## config.mk

```make
export PLATFORM = sky130hd
export DESIGN_NAME = dcp_top
export DESIGN_NICKNAME = d
export VERILOG_FILES = /design/src/hdl/dcp_cmd_pkg.sv /design/src/hdl/dcp_io_pkg.sv /design/src/hdl/dcp_io_if.sv /design/src/hdl/dcp_dump.sv /design/src/hdl/dcp_print.sv /design/src/hdl/dcp_scan.sv /design/src/hdl/dcp_top.sv
export VERILOG_INCLUDE_DIRS = /design/src /design/src/include
export SDC_FILE = /design/constraint.sdc
export NUM_CORES = 1
export LEC_CHECK = 0
export BUFFER_PORTS_ARGS = -buffer_cell sky130_fd_sc_hd__buf_2
export CAP_MARGIN = 20
export CORE_MARGIN = 3
export CORE_UTILIZATION = 51
export DETAILED_ROUTE_END_ITERATION = 8
export GPL_TIMING_DRIVEN = 0
export PLACE_DENSITY = 0.74
export SLEW_MARGIN = 30
export SYNTH_ARGS = -nofsm -noshare
export SYNTH_HDL_FRONTEND = slang
export SYNTH_SLANG_ARGS = --single-unit
export TNS_END_PERCENT = 5
```

## constraint.sdc

```tcl
create_clock -name clk -period 2.5 [get_ports clk]
set_input_delay 0.125 -clock clk [delete_from_list [all_inputs] [get_ports clk]]
set_output_delay 0.125 -clock clk [all_outputs]
set_load 0.02 [all_outputs]
```

## src/include/dcp_cfg.svh

```systemverilog
`ifndef DCP_CFG_SVH
`define DCP_CFG_SVH

////////////////////////////////////////////////////////////
// datapath sizes
////////////////////////////////////////////////////////////

// addresses, pc and memory words
`define DCP_DATA_W 32

// words printed by one 'D' command
`define DCP_DUMP_WORDS 4

////////////////////////////////////////////////////////////
// ascii codes used on the byte streams
////////////////////////////////////////////////////////////

// line end, also closes a hex number with flag set
`define DCP_CHAR_NL 8'h0A

// space, closes a hex number with flag clear
`define DCP_CHAR_SP 8'h20

`endif

```

## src/hdl/dcp_cmd_pkg.sv

```systemverilog
`default_nettype none

package dcp_cmd_pkg;

    ////////////////////////////////////////////////////////////
    // command characters
    ////////////////////////////////////////////////////////////

    // values are the ascii codes seen on d_rx
    typedef enum logic [7:0] {
        CMD_D = 8'h44,
        CMD_P = 8'h50
    } cmd_e;

    ////////////////////////////////////////////////////////////
    // dispatcher fsm
    ////////////////////////////////////////////////////////////

    typedef enum logic [2:0] {
        // idle before the next command
        INIT    = 3'd0,
        // read the command character
        REQ_1ST = 3'd1,
        // print pc and newline
        RUN_P   = 3'd2,
        // kick off the dump engine
        RUN_D   = 3'd3,
        // dump engine owns scan and print
        WAIT    = 3'd4
    } disp_state_e;

endpackage

`default_nettype wire

```

## src/hdl/dcp_io_pkg.sv

```systemverilog
`default_nettype none

package dcp_io_pkg;

    ////////////////////////////////////////////////////////////
    // request kinds for the shared scan and print blocks
    ////////////////////////////////////////////////////////////

    // scan returns one raw byte or an accumulated hex number
    typedef enum logic {
        SCAN_CHAR = 1'b0,
        SCAN_HEX  = 1'b1
    } scan_kind_e;

    // print sends one raw byte or eight hex digits
    typedef enum logic {
        PRINT_CHAR = 1'b0,
        PRINT_HEX  = 1'b1
    } print_kind_e;

endpackage

`default_nettype wire

```

## src/hdl/dcp_io_if.sv

```systemverilog
`timescale 1ns/1ps
`default_nettype none

`include "dcp_cfg.svh"

// one client's path to the scan and print blocks
interface dcp_io_if;

    // requests, client to scan/print
    logic                       req_rx;
    dcp_io_pkg::scan_kind_e     kind_rx;
    logic                       req_tx;
    dcp_io_pkg::print_kind_e    kind_tx;
    logic [`DCP_DATA_W-1:0]     dout_tx;

    // answers, back from the request mux
    logic                       ack_rx;
    logic                       flag_rx;
    logic [`DCP_DATA_W-1:0]     din_rx;
    logic                       ack_tx;

    modport client (
        output req_rx, kind_rx, req_tx, kind_tx, dout_tx,
        input  ack_rx, flag_rx, din_rx, ack_tx
    );

    modport server (
        input  req_rx, kind_rx, req_tx, kind_tx, dout_tx,
        output ack_rx, flag_rx, din_rx, ack_tx
    );

endinterface

`default_nettype wire

```

## src/hdl/dcp_dump.sv

```systemverilog
`timescale 1ns/1ps
`default_nettype none

`include "dcp_cfg.svh"

module dcp_dump (
    input  wire                    clk,
    input  wire                    rst,
    input  wire                    start,
    dcp_io_if.client               io,
    output logic [`DCP_DATA_W-1:0] addr,
    input  wire [`DCP_DATA_W-1:0]  dout_dm,
    output logic                   finish
);

    localparam int CNT_W = $clog2(`DCP_DUMP_WORDS + 1);

    typedef enum logic [3:0] {
        D_IDLE,
        D_REQ_A,
        D_WAIT_A,
        D_READ,
        D_P_HEX,
        D_W_HEX,
        D_P_NL,
        D_W_NL,
        D_DONE
    } dump_state_e;

    dump_state_e            state;
    logic [`DCP_DATA_W-1:0] cur_addr;
    logic [CNT_W-1:0]       cnt;
    logic                   pend_rx;
    logic                   pend_tx;

    ////////////////////////////////////////////////////////////
    // sequencer
    ////////////////////////////////////////////////////////////

    always_ff @(posedge clk or posedge rst)
    begin
        if (rst)
        begin
            state    <= D_IDLE;
            cur_addr <= '0;
            cnt      <= '0;
        end
        else
        begin
            case (state)
                D_IDLE:   if (start) state <= D_REQ_A;
                D_REQ_A:  state <= D_WAIT_A;
                D_WAIT_A:
                    if (io.ack_rx)
                    begin
                        cur_addr <= io.din_rx;
                        cnt      <= '0;
                        state    <= D_READ;
                    end
                // memory answers one cycle after addr
                D_READ:   state <= D_P_HEX;
                D_P_HEX:  state <= D_W_HEX;
                D_W_HEX:  if (io.ack_tx) state <= D_P_NL;
                D_P_NL:   state <= D_W_NL;
                D_W_NL:
                    if (io.ack_tx)
                    begin
                        if (cnt == CNT_W'(`DCP_DUMP_WORDS - 1))
                            state <= D_DONE;
                        else
                        begin
                            cnt      <= cnt + 1'b1;
                            cur_addr <= cur_addr + `DCP_DATA_W'(4);
                            state    <= D_READ;
                        end
                    end
                D_DONE:   state <= D_IDLE;
                default:  state <= D_IDLE;
            endcase
        end
    end

    // requests are single-cycle states
    assign io.req_rx  = (state == D_REQ_A);
    assign io.kind_rx = dcp_io_pkg::SCAN_HEX;
    assign io.req_tx  = (state == D_P_HEX) || (state == D_P_NL);
    assign io.kind_tx = (state == D_P_HEX) ? dcp_io_pkg::PRINT_HEX : dcp_io_pkg::PRINT_CHAR;
    assign io.dout_tx = (state == D_P_HEX) ? dout_dm : {{(`DCP_DATA_W-8){1'b0}}, `DCP_CHAR_NL};

    assign addr   = cur_addr;
    assign finish = (state == D_DONE);

    // outstanding requests, seen from this client
    always_ff @(posedge clk or posedge rst)
    begin
        if (rst)
        begin
            pend_rx <= 1'b0;
            pend_tx <= 1'b0;
        end
        else
        begin
            pend_rx <= io.req_rx || (pend_rx && !io.ack_rx);
            pend_tx <= io.req_tx || (pend_tx && !io.ack_tx);
        end
    end

    a_finish_clean: assert property (@(posedge clk) disable iff (rst)
        finish |-> !pend_rx && !pend_tx);

endmodule

`default_nettype wire

```

## src/hdl/dcp_print.sv

```systemverilog
`timescale 1ns/1ps
`default_nettype none

`include "dcp_cfg.svh"

module dcp_print (
    input  wire                          clk,
    input  wire                          rst,
    input  wire                          req,
    input  wire dcp_io_pkg::print_kind_e kind,
    input  wire [`DCP_DATA_W-1:0]        data,
    output logic                         ack,
    output logic [7:0]                   d_tx,
    output logic                         vld_tx,
    input  wire                          rdy_tx
);

    localparam int DIGITS = `DCP_DATA_W / 4;
    localparam int CNT_W  = $clog2(DIGITS + 1);

    // upper-case hex digit
    function automatic logic [7:0] to_ascii(input logic [3:0] n);
        logic [7:0] r;
        if (n < 4'd10)
            r = 8'h30 + {4'b0, n};
        else
            r = 8'h37 + {4'b0, n};
        return r;
    endfunction

    logic [`DCP_DATA_W-1:0] word;
    logic [CNT_W-1:0]       left;
    logic                   pop;

    // byte leaves on this edge
    assign pop = vld_tx && rdy_tx;

    ////////////////////////////////////////////////////////////
    // digit counter and stream control
    ////////////////////////////////////////////////////////////

    always_ff @(posedge clk or posedge rst)
    begin
        if (rst)
        begin
            vld_tx <= 1'b0;
            ack    <= 1'b0;
            left   <= '0;
        end
        else
        begin
            ack <= 1'b0;
            if (req)
            begin
                vld_tx <= 1'b1;
                left   <= (kind == dcp_io_pkg::PRINT_HEX) ? CNT_W'(DIGITS) : CNT_W'(1);
            end
            else if (pop)
            begin
                left <= left - 1'b1;
                if (left == CNT_W'(1))
                begin
                    vld_tx <= 1'b0;
                    ack    <= 1'b1;
                end
            end
        end
    end

    ////////////////////////////////////////////////////////////
    // output byte, msb nibble first
    ////////////////////////////////////////////////////////////

    always_ff @(posedge clk)
    begin
        if (req)
        begin
            word <= data << 4;
            if (kind == dcp_io_pkg::PRINT_HEX)
                d_tx <= to_ascii(data[`DCP_DATA_W-1 -: 4]);
            else
                d_tx <= data[7:0];
        end
        else if (pop)
        begin
            word <= word << 4;
            d_tx <= to_ascii(word[`DCP_DATA_W-1 -: 4]);
        end
    end

    // a stalled byte stays put until taken
    a_hold_stall: assert property (@(posedge clk) disable iff (rst)
        vld_tx && !rdy_tx |=> vld_tx && $stable(d_tx));

endmodule

`default_nettype wire

```

## src/hdl/dcp_scan.sv

```systemverilog
`timescale 1ns/1ps
`default_nettype none

`include "dcp_cfg.svh"

module dcp_scan (
    input  wire                         clk,
    input  wire                         rst,
    input  wire [7:0]                   d_rx,
    input  wire                         vld_rx,
    output logic                        rdy_rx,
    input  wire                         req,
    input  wire dcp_io_pkg::scan_kind_e kind,
    output logic                        ack,
    output logic                        flag,
    output logic [`DCP_DATA_W-1:0]      value
);

    // msb marks a valid hex character
    function automatic logic [4:0] hex_digit(input logic [7:0] c);
        logic [4:0] r;
        r = 5'b0;
        // '0'..'9'
        if (c >= 8'h30 && c <= 8'h39)
            r = {1'b1, c[3:0]};
        // 'A'..'F' and 'a'..'f' share the low nibble
        else if ((c >= 8'h41 && c <= 8'h46) || (c >= 8'h61 && c <= 8'h66))
            r = {1'b1, c[3:0] + 4'd9};
        return r;
    endfunction

    dcp_io_pkg::scan_kind_e kind_q;
    logic [4:0]             dig;
    logic                   take;
    logic                   last;

    assign take = vld_rx && rdy_rx;
    assign dig  = hex_digit(d_rx);
    // a char request ends on any byte, a hex request on the first non-digit
    assign last = (kind_q == dcp_io_pkg::SCAN_CHAR) || !dig[4];

    ////////////////////////////////////////////////////////////
    // handshake
    ////////////////////////////////////////////////////////////

    always_ff @(posedge clk or posedge rst)
    begin
        if (rst)
        begin
            rdy_rx <= 1'b0;
            ack    <= 1'b0;
            flag   <= 1'b0;
        end
        else
        begin
            ack <= 1'b0;
            if (req)
            begin
                rdy_rx <= 1'b1;
                flag   <= 1'b0;
            end
            else if (take && last)
            begin
                rdy_rx <= 1'b0;
                ack    <= 1'b1;
                flag   <= (d_rx == `DCP_CHAR_NL);
            end
        end
    end

    ////////////////////////////////////////////////////////////
    // accumulator
    ////////////////////////////////////////////////////////////

    always_ff @(posedge clk)
    begin
        if (req)
        begin
            kind_q <= kind;
            value  <= '0;
        end
        else if (take)
        begin
            if (kind_q == dcp_io_pkg::SCAN_CHAR)
                value <= {{(`DCP_DATA_W-8){1'b0}}, d_rx};
            else if (dig[4])
                value <= {value[`DCP_DATA_W-5:0], dig[3:0]};
        end
    end

    // one request at a time per client
    a_req_when_idle: assert property (@(posedge clk) disable iff (rst) req |-> !rdy_rx);

endmodule

`default_nettype wire

```

## src/hdl/dcp_top.sv

```systemverilog
`timescale 1ns/1ps
`default_nettype none

`include "dcp_cfg.svh"

module dcp_top (
    input  wire                    clk,
    input  wire                    rst,
    input  wire [7:0]              d_rx,
    input  wire                    vld_rx,
    output logic                   rdy_rx,
    output logic [7:0]             d_tx,
    output logic                   vld_tx,
    input  wire                    rdy_tx,
    input  wire [`DCP_DATA_W-1:0]  pc,
    output logic [`DCP_DATA_W-1:0] addr,
    input  wire [`DCP_DATA_W-1:0]  dout_dm
);

    dcp_cmd_pkg::disp_state_e state;
    dcp_cmd_pkg::disp_state_e state_nx;
    logic                     scan_sent;
    logic [1:0]               p_step;

    // dispatcher's own requests
    logic                     disp_req_rx;
    logic                     disp_req_tx;
    dcp_io_pkg::print_kind_e  disp_kind_tx;
    logic [`DCP_DATA_W-1:0]   disp_dout_tx;
    logic                     disp_ack_rx;
    logic                     disp_ack_tx;

    // shared scan and print ports
    logic                     scan_req;
    dcp_io_pkg::scan_kind_e   scan_kind;
    logic                     scan_ack;
    logic                     scan_flag;
    logic [`DCP_DATA_W-1:0]   scan_value;
    logic                     print_req;
    dcp_io_pkg::print_kind_e  print_kind;
    logic [`DCP_DATA_W-1:0]   print_data;
    logic                     print_ack;

    logic                     dump_active;
    logic                     dump_finish;
    logic [`DCP_DATA_W-1:0]   dump_addr;

    dcp_io_if dump_io ();

    ////////////////////////////////////////////////////////////
    // dispatcher fsm
    ////////////////////////////////////////////////////////////

    always_comb
    begin
        state_nx = state;
        case (state)
            dcp_cmd_pkg::INIT:    state_nx = dcp_cmd_pkg::REQ_1ST;
            dcp_cmd_pkg::REQ_1ST:
                if (disp_ack_rx)
                begin
                    case (scan_value[7:0])
                        dcp_cmd_pkg::CMD_P: state_nx = dcp_cmd_pkg::RUN_P;
                        dcp_cmd_pkg::CMD_D: state_nx = dcp_cmd_pkg::RUN_D;
                        // unknown command, read again
                        default:            state_nx = dcp_cmd_pkg::REQ_1ST;
                    endcase
                end
            dcp_cmd_pkg::RUN_P:
                if (p_step == 2'd3 && disp_ack_tx)
                    state_nx = dcp_cmd_pkg::INIT;
            dcp_cmd_pkg::RUN_D:   state_nx = dcp_cmd_pkg::WAIT;
            dcp_cmd_pkg::WAIT:
                if (dump_finish)
                    state_nx = dcp_cmd_pkg::INIT;
            default:              state_nx = dcp_cmd_pkg::INIT;
        endcase
    end

    always_ff @(posedge clk or posedge rst)
    begin
        if (rst)
        begin
            state     <= dcp_cmd_pkg::INIT;
            scan_sent <= 1'b0;
            p_step    <= 2'd0;
        end
        else
        begin
            state <= state_nx;
            // cleared on ack so a dropped character re-arms the scan
            scan_sent <= (state == dcp_cmd_pkg::REQ_1ST) && !disp_ack_rx;
            // 'P' steps: hex req, hex wait, newline req, newline wait
            if (state != dcp_cmd_pkg::RUN_P)
                p_step <= 2'd0;
            else if (!p_step[0] || disp_ack_tx)
                p_step <= p_step + 2'd1;
        end
    end

    assign disp_req_rx  = (state == dcp_cmd_pkg::REQ_1ST) && !scan_sent;
    assign disp_req_tx  = (state == dcp_cmd_pkg::RUN_P) && !p_step[0];
    assign disp_kind_tx = (p_step == 2'd0) ? dcp_io_pkg::PRINT_HEX : dcp_io_pkg::PRINT_CHAR;
    assign disp_dout_tx = (p_step == 2'd0) ? pc : {{(`DCP_DATA_W-8){1'b0}}, `DCP_CHAR_NL};

    ////////////////////////////////////////////////////////////
    // request mux
    ////////////////////////////////////////////////////////////

    assign dump_active = (state == dcp_cmd_pkg::RUN_D) || (state == dcp_cmd_pkg::WAIT);

    always_comb
    begin
        if (dump_active)
        begin
            scan_req   = dump_io.req_rx;
            scan_kind  = dump_io.kind_rx;
            print_req  = dump_io.req_tx;
            print_kind = dump_io.kind_tx;
            print_data = dump_io.dout_tx;
        end
        else
        begin
            scan_req   = disp_req_rx;
            scan_kind  = dcp_io_pkg::SCAN_CHAR;
            print_req  = disp_req_tx;
            print_kind = disp_kind_tx;
            print_data = disp_dout_tx;
        end
    end

    // acks reach only the owner
    assign dump_io.ack_rx  = scan_ack && dump_active;
    assign dump_io.ack_tx  = print_ack && dump_active;
    assign dump_io.flag_rx = scan_flag;
    assign dump_io.din_rx  = scan_value;
    assign disp_ack_rx     = scan_ack && !dump_active;
    assign disp_ack_tx     = print_ack && !dump_active;

    assign addr = dump_active ? dump_addr : '0;

    dcp_scan i_scan (
        .clk    (clk),
        .rst    (rst),
        .d_rx   (d_rx),
        .vld_rx (vld_rx),
        .rdy_rx (rdy_rx),
        .req    (scan_req),
        .kind   (scan_kind),
        .ack    (scan_ack),
        .flag   (scan_flag),
        .value  (scan_value)
    );

    dcp_print i_print (
        .clk    (clk),
        .rst    (rst),
        .req    (print_req),
        .kind   (print_kind),
        .data   (print_data),
        .ack    (print_ack),
        .d_tx   (d_tx),
        .vld_tx (vld_tx),
        .rdy_tx (rdy_tx)
    );

    dcp_dump i_dump (
        .clk     (clk),
        .rst     (rst),
        .start   (state == dcp_cmd_pkg::RUN_D),
        .io      (dump_io.client),
        .addr    (dump_addr),
        .dout_dm (dout_dm),
        .finish  (dump_finish)
    );

endmodule

`default_nettype wire

```

==> metrics <==
total clock buffers created by CTS=17; Mapped Area=6803 µm²; # DRC=0; area share of the leading cell type in the synthesized netlist=0.1950; final clock period utilization by the worst path=1.018; Maximum Capacitance Violations=0; highest achievable clock rate=0.3929 GHz; failing checks=negative setup slack; Crit. End Element=register; power dissipated by switching net loads=2.132 mW; count of warnings emitted by yosys=0; combinational cell fraction of total power=0.246; Hold WC Path Type=in -> reg; overall routing resource usage=0.2687; measured slew at the worst slew-check pin=0.7176 ns; layout cells sized above 1=0.2353; maximum fanout along the worst path=10; proportion of power drawn by the clock network=0.386; die outline height=121.5 µm; sequential cell area fraction in the yosys report=0.4525; gpl congestion=0.9458; peak supply drop=0.4665 mV; sequential cell fraction of total power=0.368; pin count of the biggest net entering global routing=40; fin cells=1073; clock tree root buffer cell=sky130_fd_sc_hd__clkbuf_16; port bufs=117; initial drt markers=599; worst setup slack after placement=-0.5762 ns; clock-pin slew reported for the worst setup and hold paths after clock tree synthesis=0.05 ns; outcome=finished with violations; effective utilization at floorplan=0.5304; maximum buffer depth of the clock tree=2; die footprint=14760 µm²; vias in the first global route=6230; die boundary width=121.5 µm; router iterations before antenna repair=5; initial antenna violation count=0; vias=6587; final worst clock skew=0.007647 ns; count of endpoints failing setup in the final report=1; Placed Instances=1035; count leader, synth=sky130_fd_sc_hd__nand3_1; io pins=118; vias per std cell=6.139; instance count of the mapped netlist=745; most used flip-flop cell after synthesis=sky130_fd_sc_hd__dfrtp_1; total clock sinks=122; post-place instance area=7629 µm²; CP Data Arrival Time=2.70 ns; pwr dens=812.3 nW/µm²; switch share=0.3127; number of pins exceeding their max-slew limit in the final report=0; Site Rows=41; post-route ant nets=0; antenna diode count=0; global-route wire length before repair=31220 µm; worst slew slack as a fraction of its limit=0.5180; async set-or-reset flop fraction in the synthesized netlist=0.4344; final routed wirelength across all metal layers=20140 µm; final core area utilization=0.6543; setup slack after layout=-0.04549 ns; leading cell types by count after synthesis=sky130_fd_sc_hd__nand3_1 (67), sky130_fd_sc_hd__nor2_1 (66), sky130_fd_sc_hd__a21oi_1 (53), sky130_fd_sc_hd__dfrtp_1 (53), sky130_fd_sc_hd__nand2_1 (52); Floorplan Core Area=12820 µm²; sum of overflow across all layers after global routing=0; post-synthesis average cell area=9.131 µm²; number of enable flip-flop cells after synthesis=37; critical path start-end classification=reg -> reg; clock period minus worst slack=2.545 ns; routed len/inst=18.77 µm; TritonCTS clock tree=done; #FFs+latches synth=122; H-Tree Depth=4; synthesis-to-layout area growth=23.36%; setup repair after global routing missed its margin=true; post-synthesis cell type count=72; cell leakage power=3.647 nW; Skew-Pair Late Insertion Delay=0.41 ns; CP Launch Type=register; Net Count, Synth=834; number of nets in the layout=977; Final Hold Viols=0; finished layout cell area=8392 µm²; internal portion of total power=4.685 mW; detailed placer's ending HPWL=14300 µm; biggest area consumer among synthesized cells=sky130_fd_sc_hd__dfrtp_1; endpoint required time on the critical path=2.65 ns; largest cells by area after synthesis=sky130_fd_sc_hd__dfrtp_1 (19%), sky130_fd_sc_hd__edfxtp_1 (16%), sky130_fd_sc_hd__dfxtp_1 (9.4%)
==> logic make-up (layout without fill, tap and decap cells) <==
kind of cell,Yosys count,after routing,synth area share
and+or+nand+nor,291,291,0.2248
AOI/OAI and AO/OA,219,219,0.2176
DFF,122,122,0.4525
buffers and inverters,77,233,0.04929
adders and majority gates,13,13,0.02391
muxes,12,12,0.01858
xor gates and xnor gates,10,10,0.01287
other,1,1,0.0005512
==> state kept, by name, indices dropped and copies added (netlist names) <==
| name | flops |
|---|---|
| i_dump.state | 4 |
| p_step | 2 |
| state | 3 |
| i_print.ack | 1 |
| i_dump.addr | 32 |
| scan_sent | 1 |
| i_print.d_tx | 8 |
| i_scan.kind_q | 1 |
| i_scan.value | 32 |
| i_scan.ack | 1 |
| i_print.word | 28 |
| i_scan.rdy_rx | 1 |
| i_print.vld_tx | 1 |
| i_dump.cnt | 3 |
| i_print.left | 4 |
==> worst max-delay path, cell delays in order, from the launching register on <==
cell and delay, ns:
sky130_fd_sc_hd__dfrtp_2 0.45, sky130_fd_sc_hd__nor3b_2 0.24, sky130_fd_sc_hd__a21oi_2 0.10, sky130_fd_sc_hd__buf_2 0.22, sky130_fd_sc_hd__and3_1 0.20, sky130_fd_sc_hd__a31oi_1 0.17
sky130_fd_sc_hd__ha_2 0.24, sky130_fd_sc_hd__o2111ai_1 0.14, sky130_fd_sc_hd__mux2_2 0.30, sky130_fd_sc_hd__xnor2_1 0.14, sky130_fd_sc_hd__o21ai_0 0.09
==> path summary, 6_finish.rpt <==
| check | to | cells after the start | slack (ns) | start |
|---|---|---|---|---|
| min in group asynchronous | i_dump.state[0] | 3 | 0.19 | rst |
| worst max register to register | i_print.d_tx[2] | 10 | -0.05 | state[1] |
| worst max-delay path | i_print.d_tx[2] | 10 | -0.05 | state[1] |
| worst min-delay path | i_scan.value[3] | 3 | 0.06 | d_rx[3] |
| worst min register to register | i_dump.cnt[0] | 1 | 0.48 | i_dump.cnt[0] |
| max in group asynchronous | i_dump.addr[29] | 4 | 1.83 | rst |
==> stage by stage <==
step | TNS (ns) | hold slack (ns) | power, mW
finish | -0.04549 | 0.06096 | 6.816
global route | -1.970 | 0.08218 | 7.110
CTS | -0.4301 | 0.04857 | 6.802
detailed placement | -21.62 | 0.06985 | 4.151
global placement | -18.93 | 0.4645 | 4.090
floorplan | 0 | 0.3308 | 3.618
==> per-layer routing <==
metal  up-vias  share of wire  track usage
li1       3052              -            -
met4         0          0.020       0.1036
met2       385           0.46       0.4301
met5         -              0            0
met3        38          0.086      0.04988
met1      3112           0.43       0.3622
==> power groups by stage <==
| stage | clock [mW] | sequential, mW | combinational [mW] |
|---|---|---|---|
| after global routing | 2.76 | 2.53 | 1.82 |
| after CTS | 2.66 | 2.50 | 1.64 |
| final | 2.63 | 2.51 | 1.68 |
| after detailed placement | 0 | 2.54 | 1.61 |
| after global placement | 0 | 2.53 | 1.56 |
| after floorplan | 0 | 2.52 | 1.10 |
==> cell type report <==
class	instances	area [µm²]
Multi-Input combinational cell	546	3422
Tap cell	172	215.2
Clock inverter	3	40.04
Timing Repair Buffer	125	660.6
Clock buffer	29	615.6
Sequential cell	122	3080
Inverter	21	81.33
Buffer	55	276.5
Fill cell	1058	4433
==> layout by cell type, fill, tap and decap left out, drive strengths merged, types with 4 or more instances in the layout <==
cell type | netlist | routed
o22ai | 16 | 16
inv | 21 | 21
a21oi | 54 | 54
nor3 | 9 | 9
a31oi | 37 | 37
a211oi | 9 | 9
nand2 | 53 | 53
clkbuf | 30 | 57
a2bb2oi | 15 | 15
nand4 | 12 | 12
xnor2 | 6 | 6
o21ai | 22 | 22
dfrtp | 53 | 53
edfxtp | 37 | 37
nor2 | 66 | 66
a21o | 6 | 6
dfxtp | 32 | 32
ha | 13 | 13
a21boi | 4 | 4
xor2 | 4 | 4
a22o | 25 | 25
nor4 | 5 | 5
and2 | 39 | 39
mux2 | 5 | 5
nand2b | 5 | 5
nor3b | 5 | 5
nor4b | 4 | 4
o211ai | 5 | 5
buf | 26 | 151
mux2i | 7 | 7
and3 | 9 | 9
nand3 | 67 | 67
==> what timing repair did <==
action,in CTS,in global routing
hold buffers,1,0
setup endpoints to repair,76,73
endpoints found under the hold margin,53,0
buffers inserted,0,6
gates resized for setup,14,11
pin swaps,1,2
gates cloned,0,0
(Power assumes the default switching activity.)
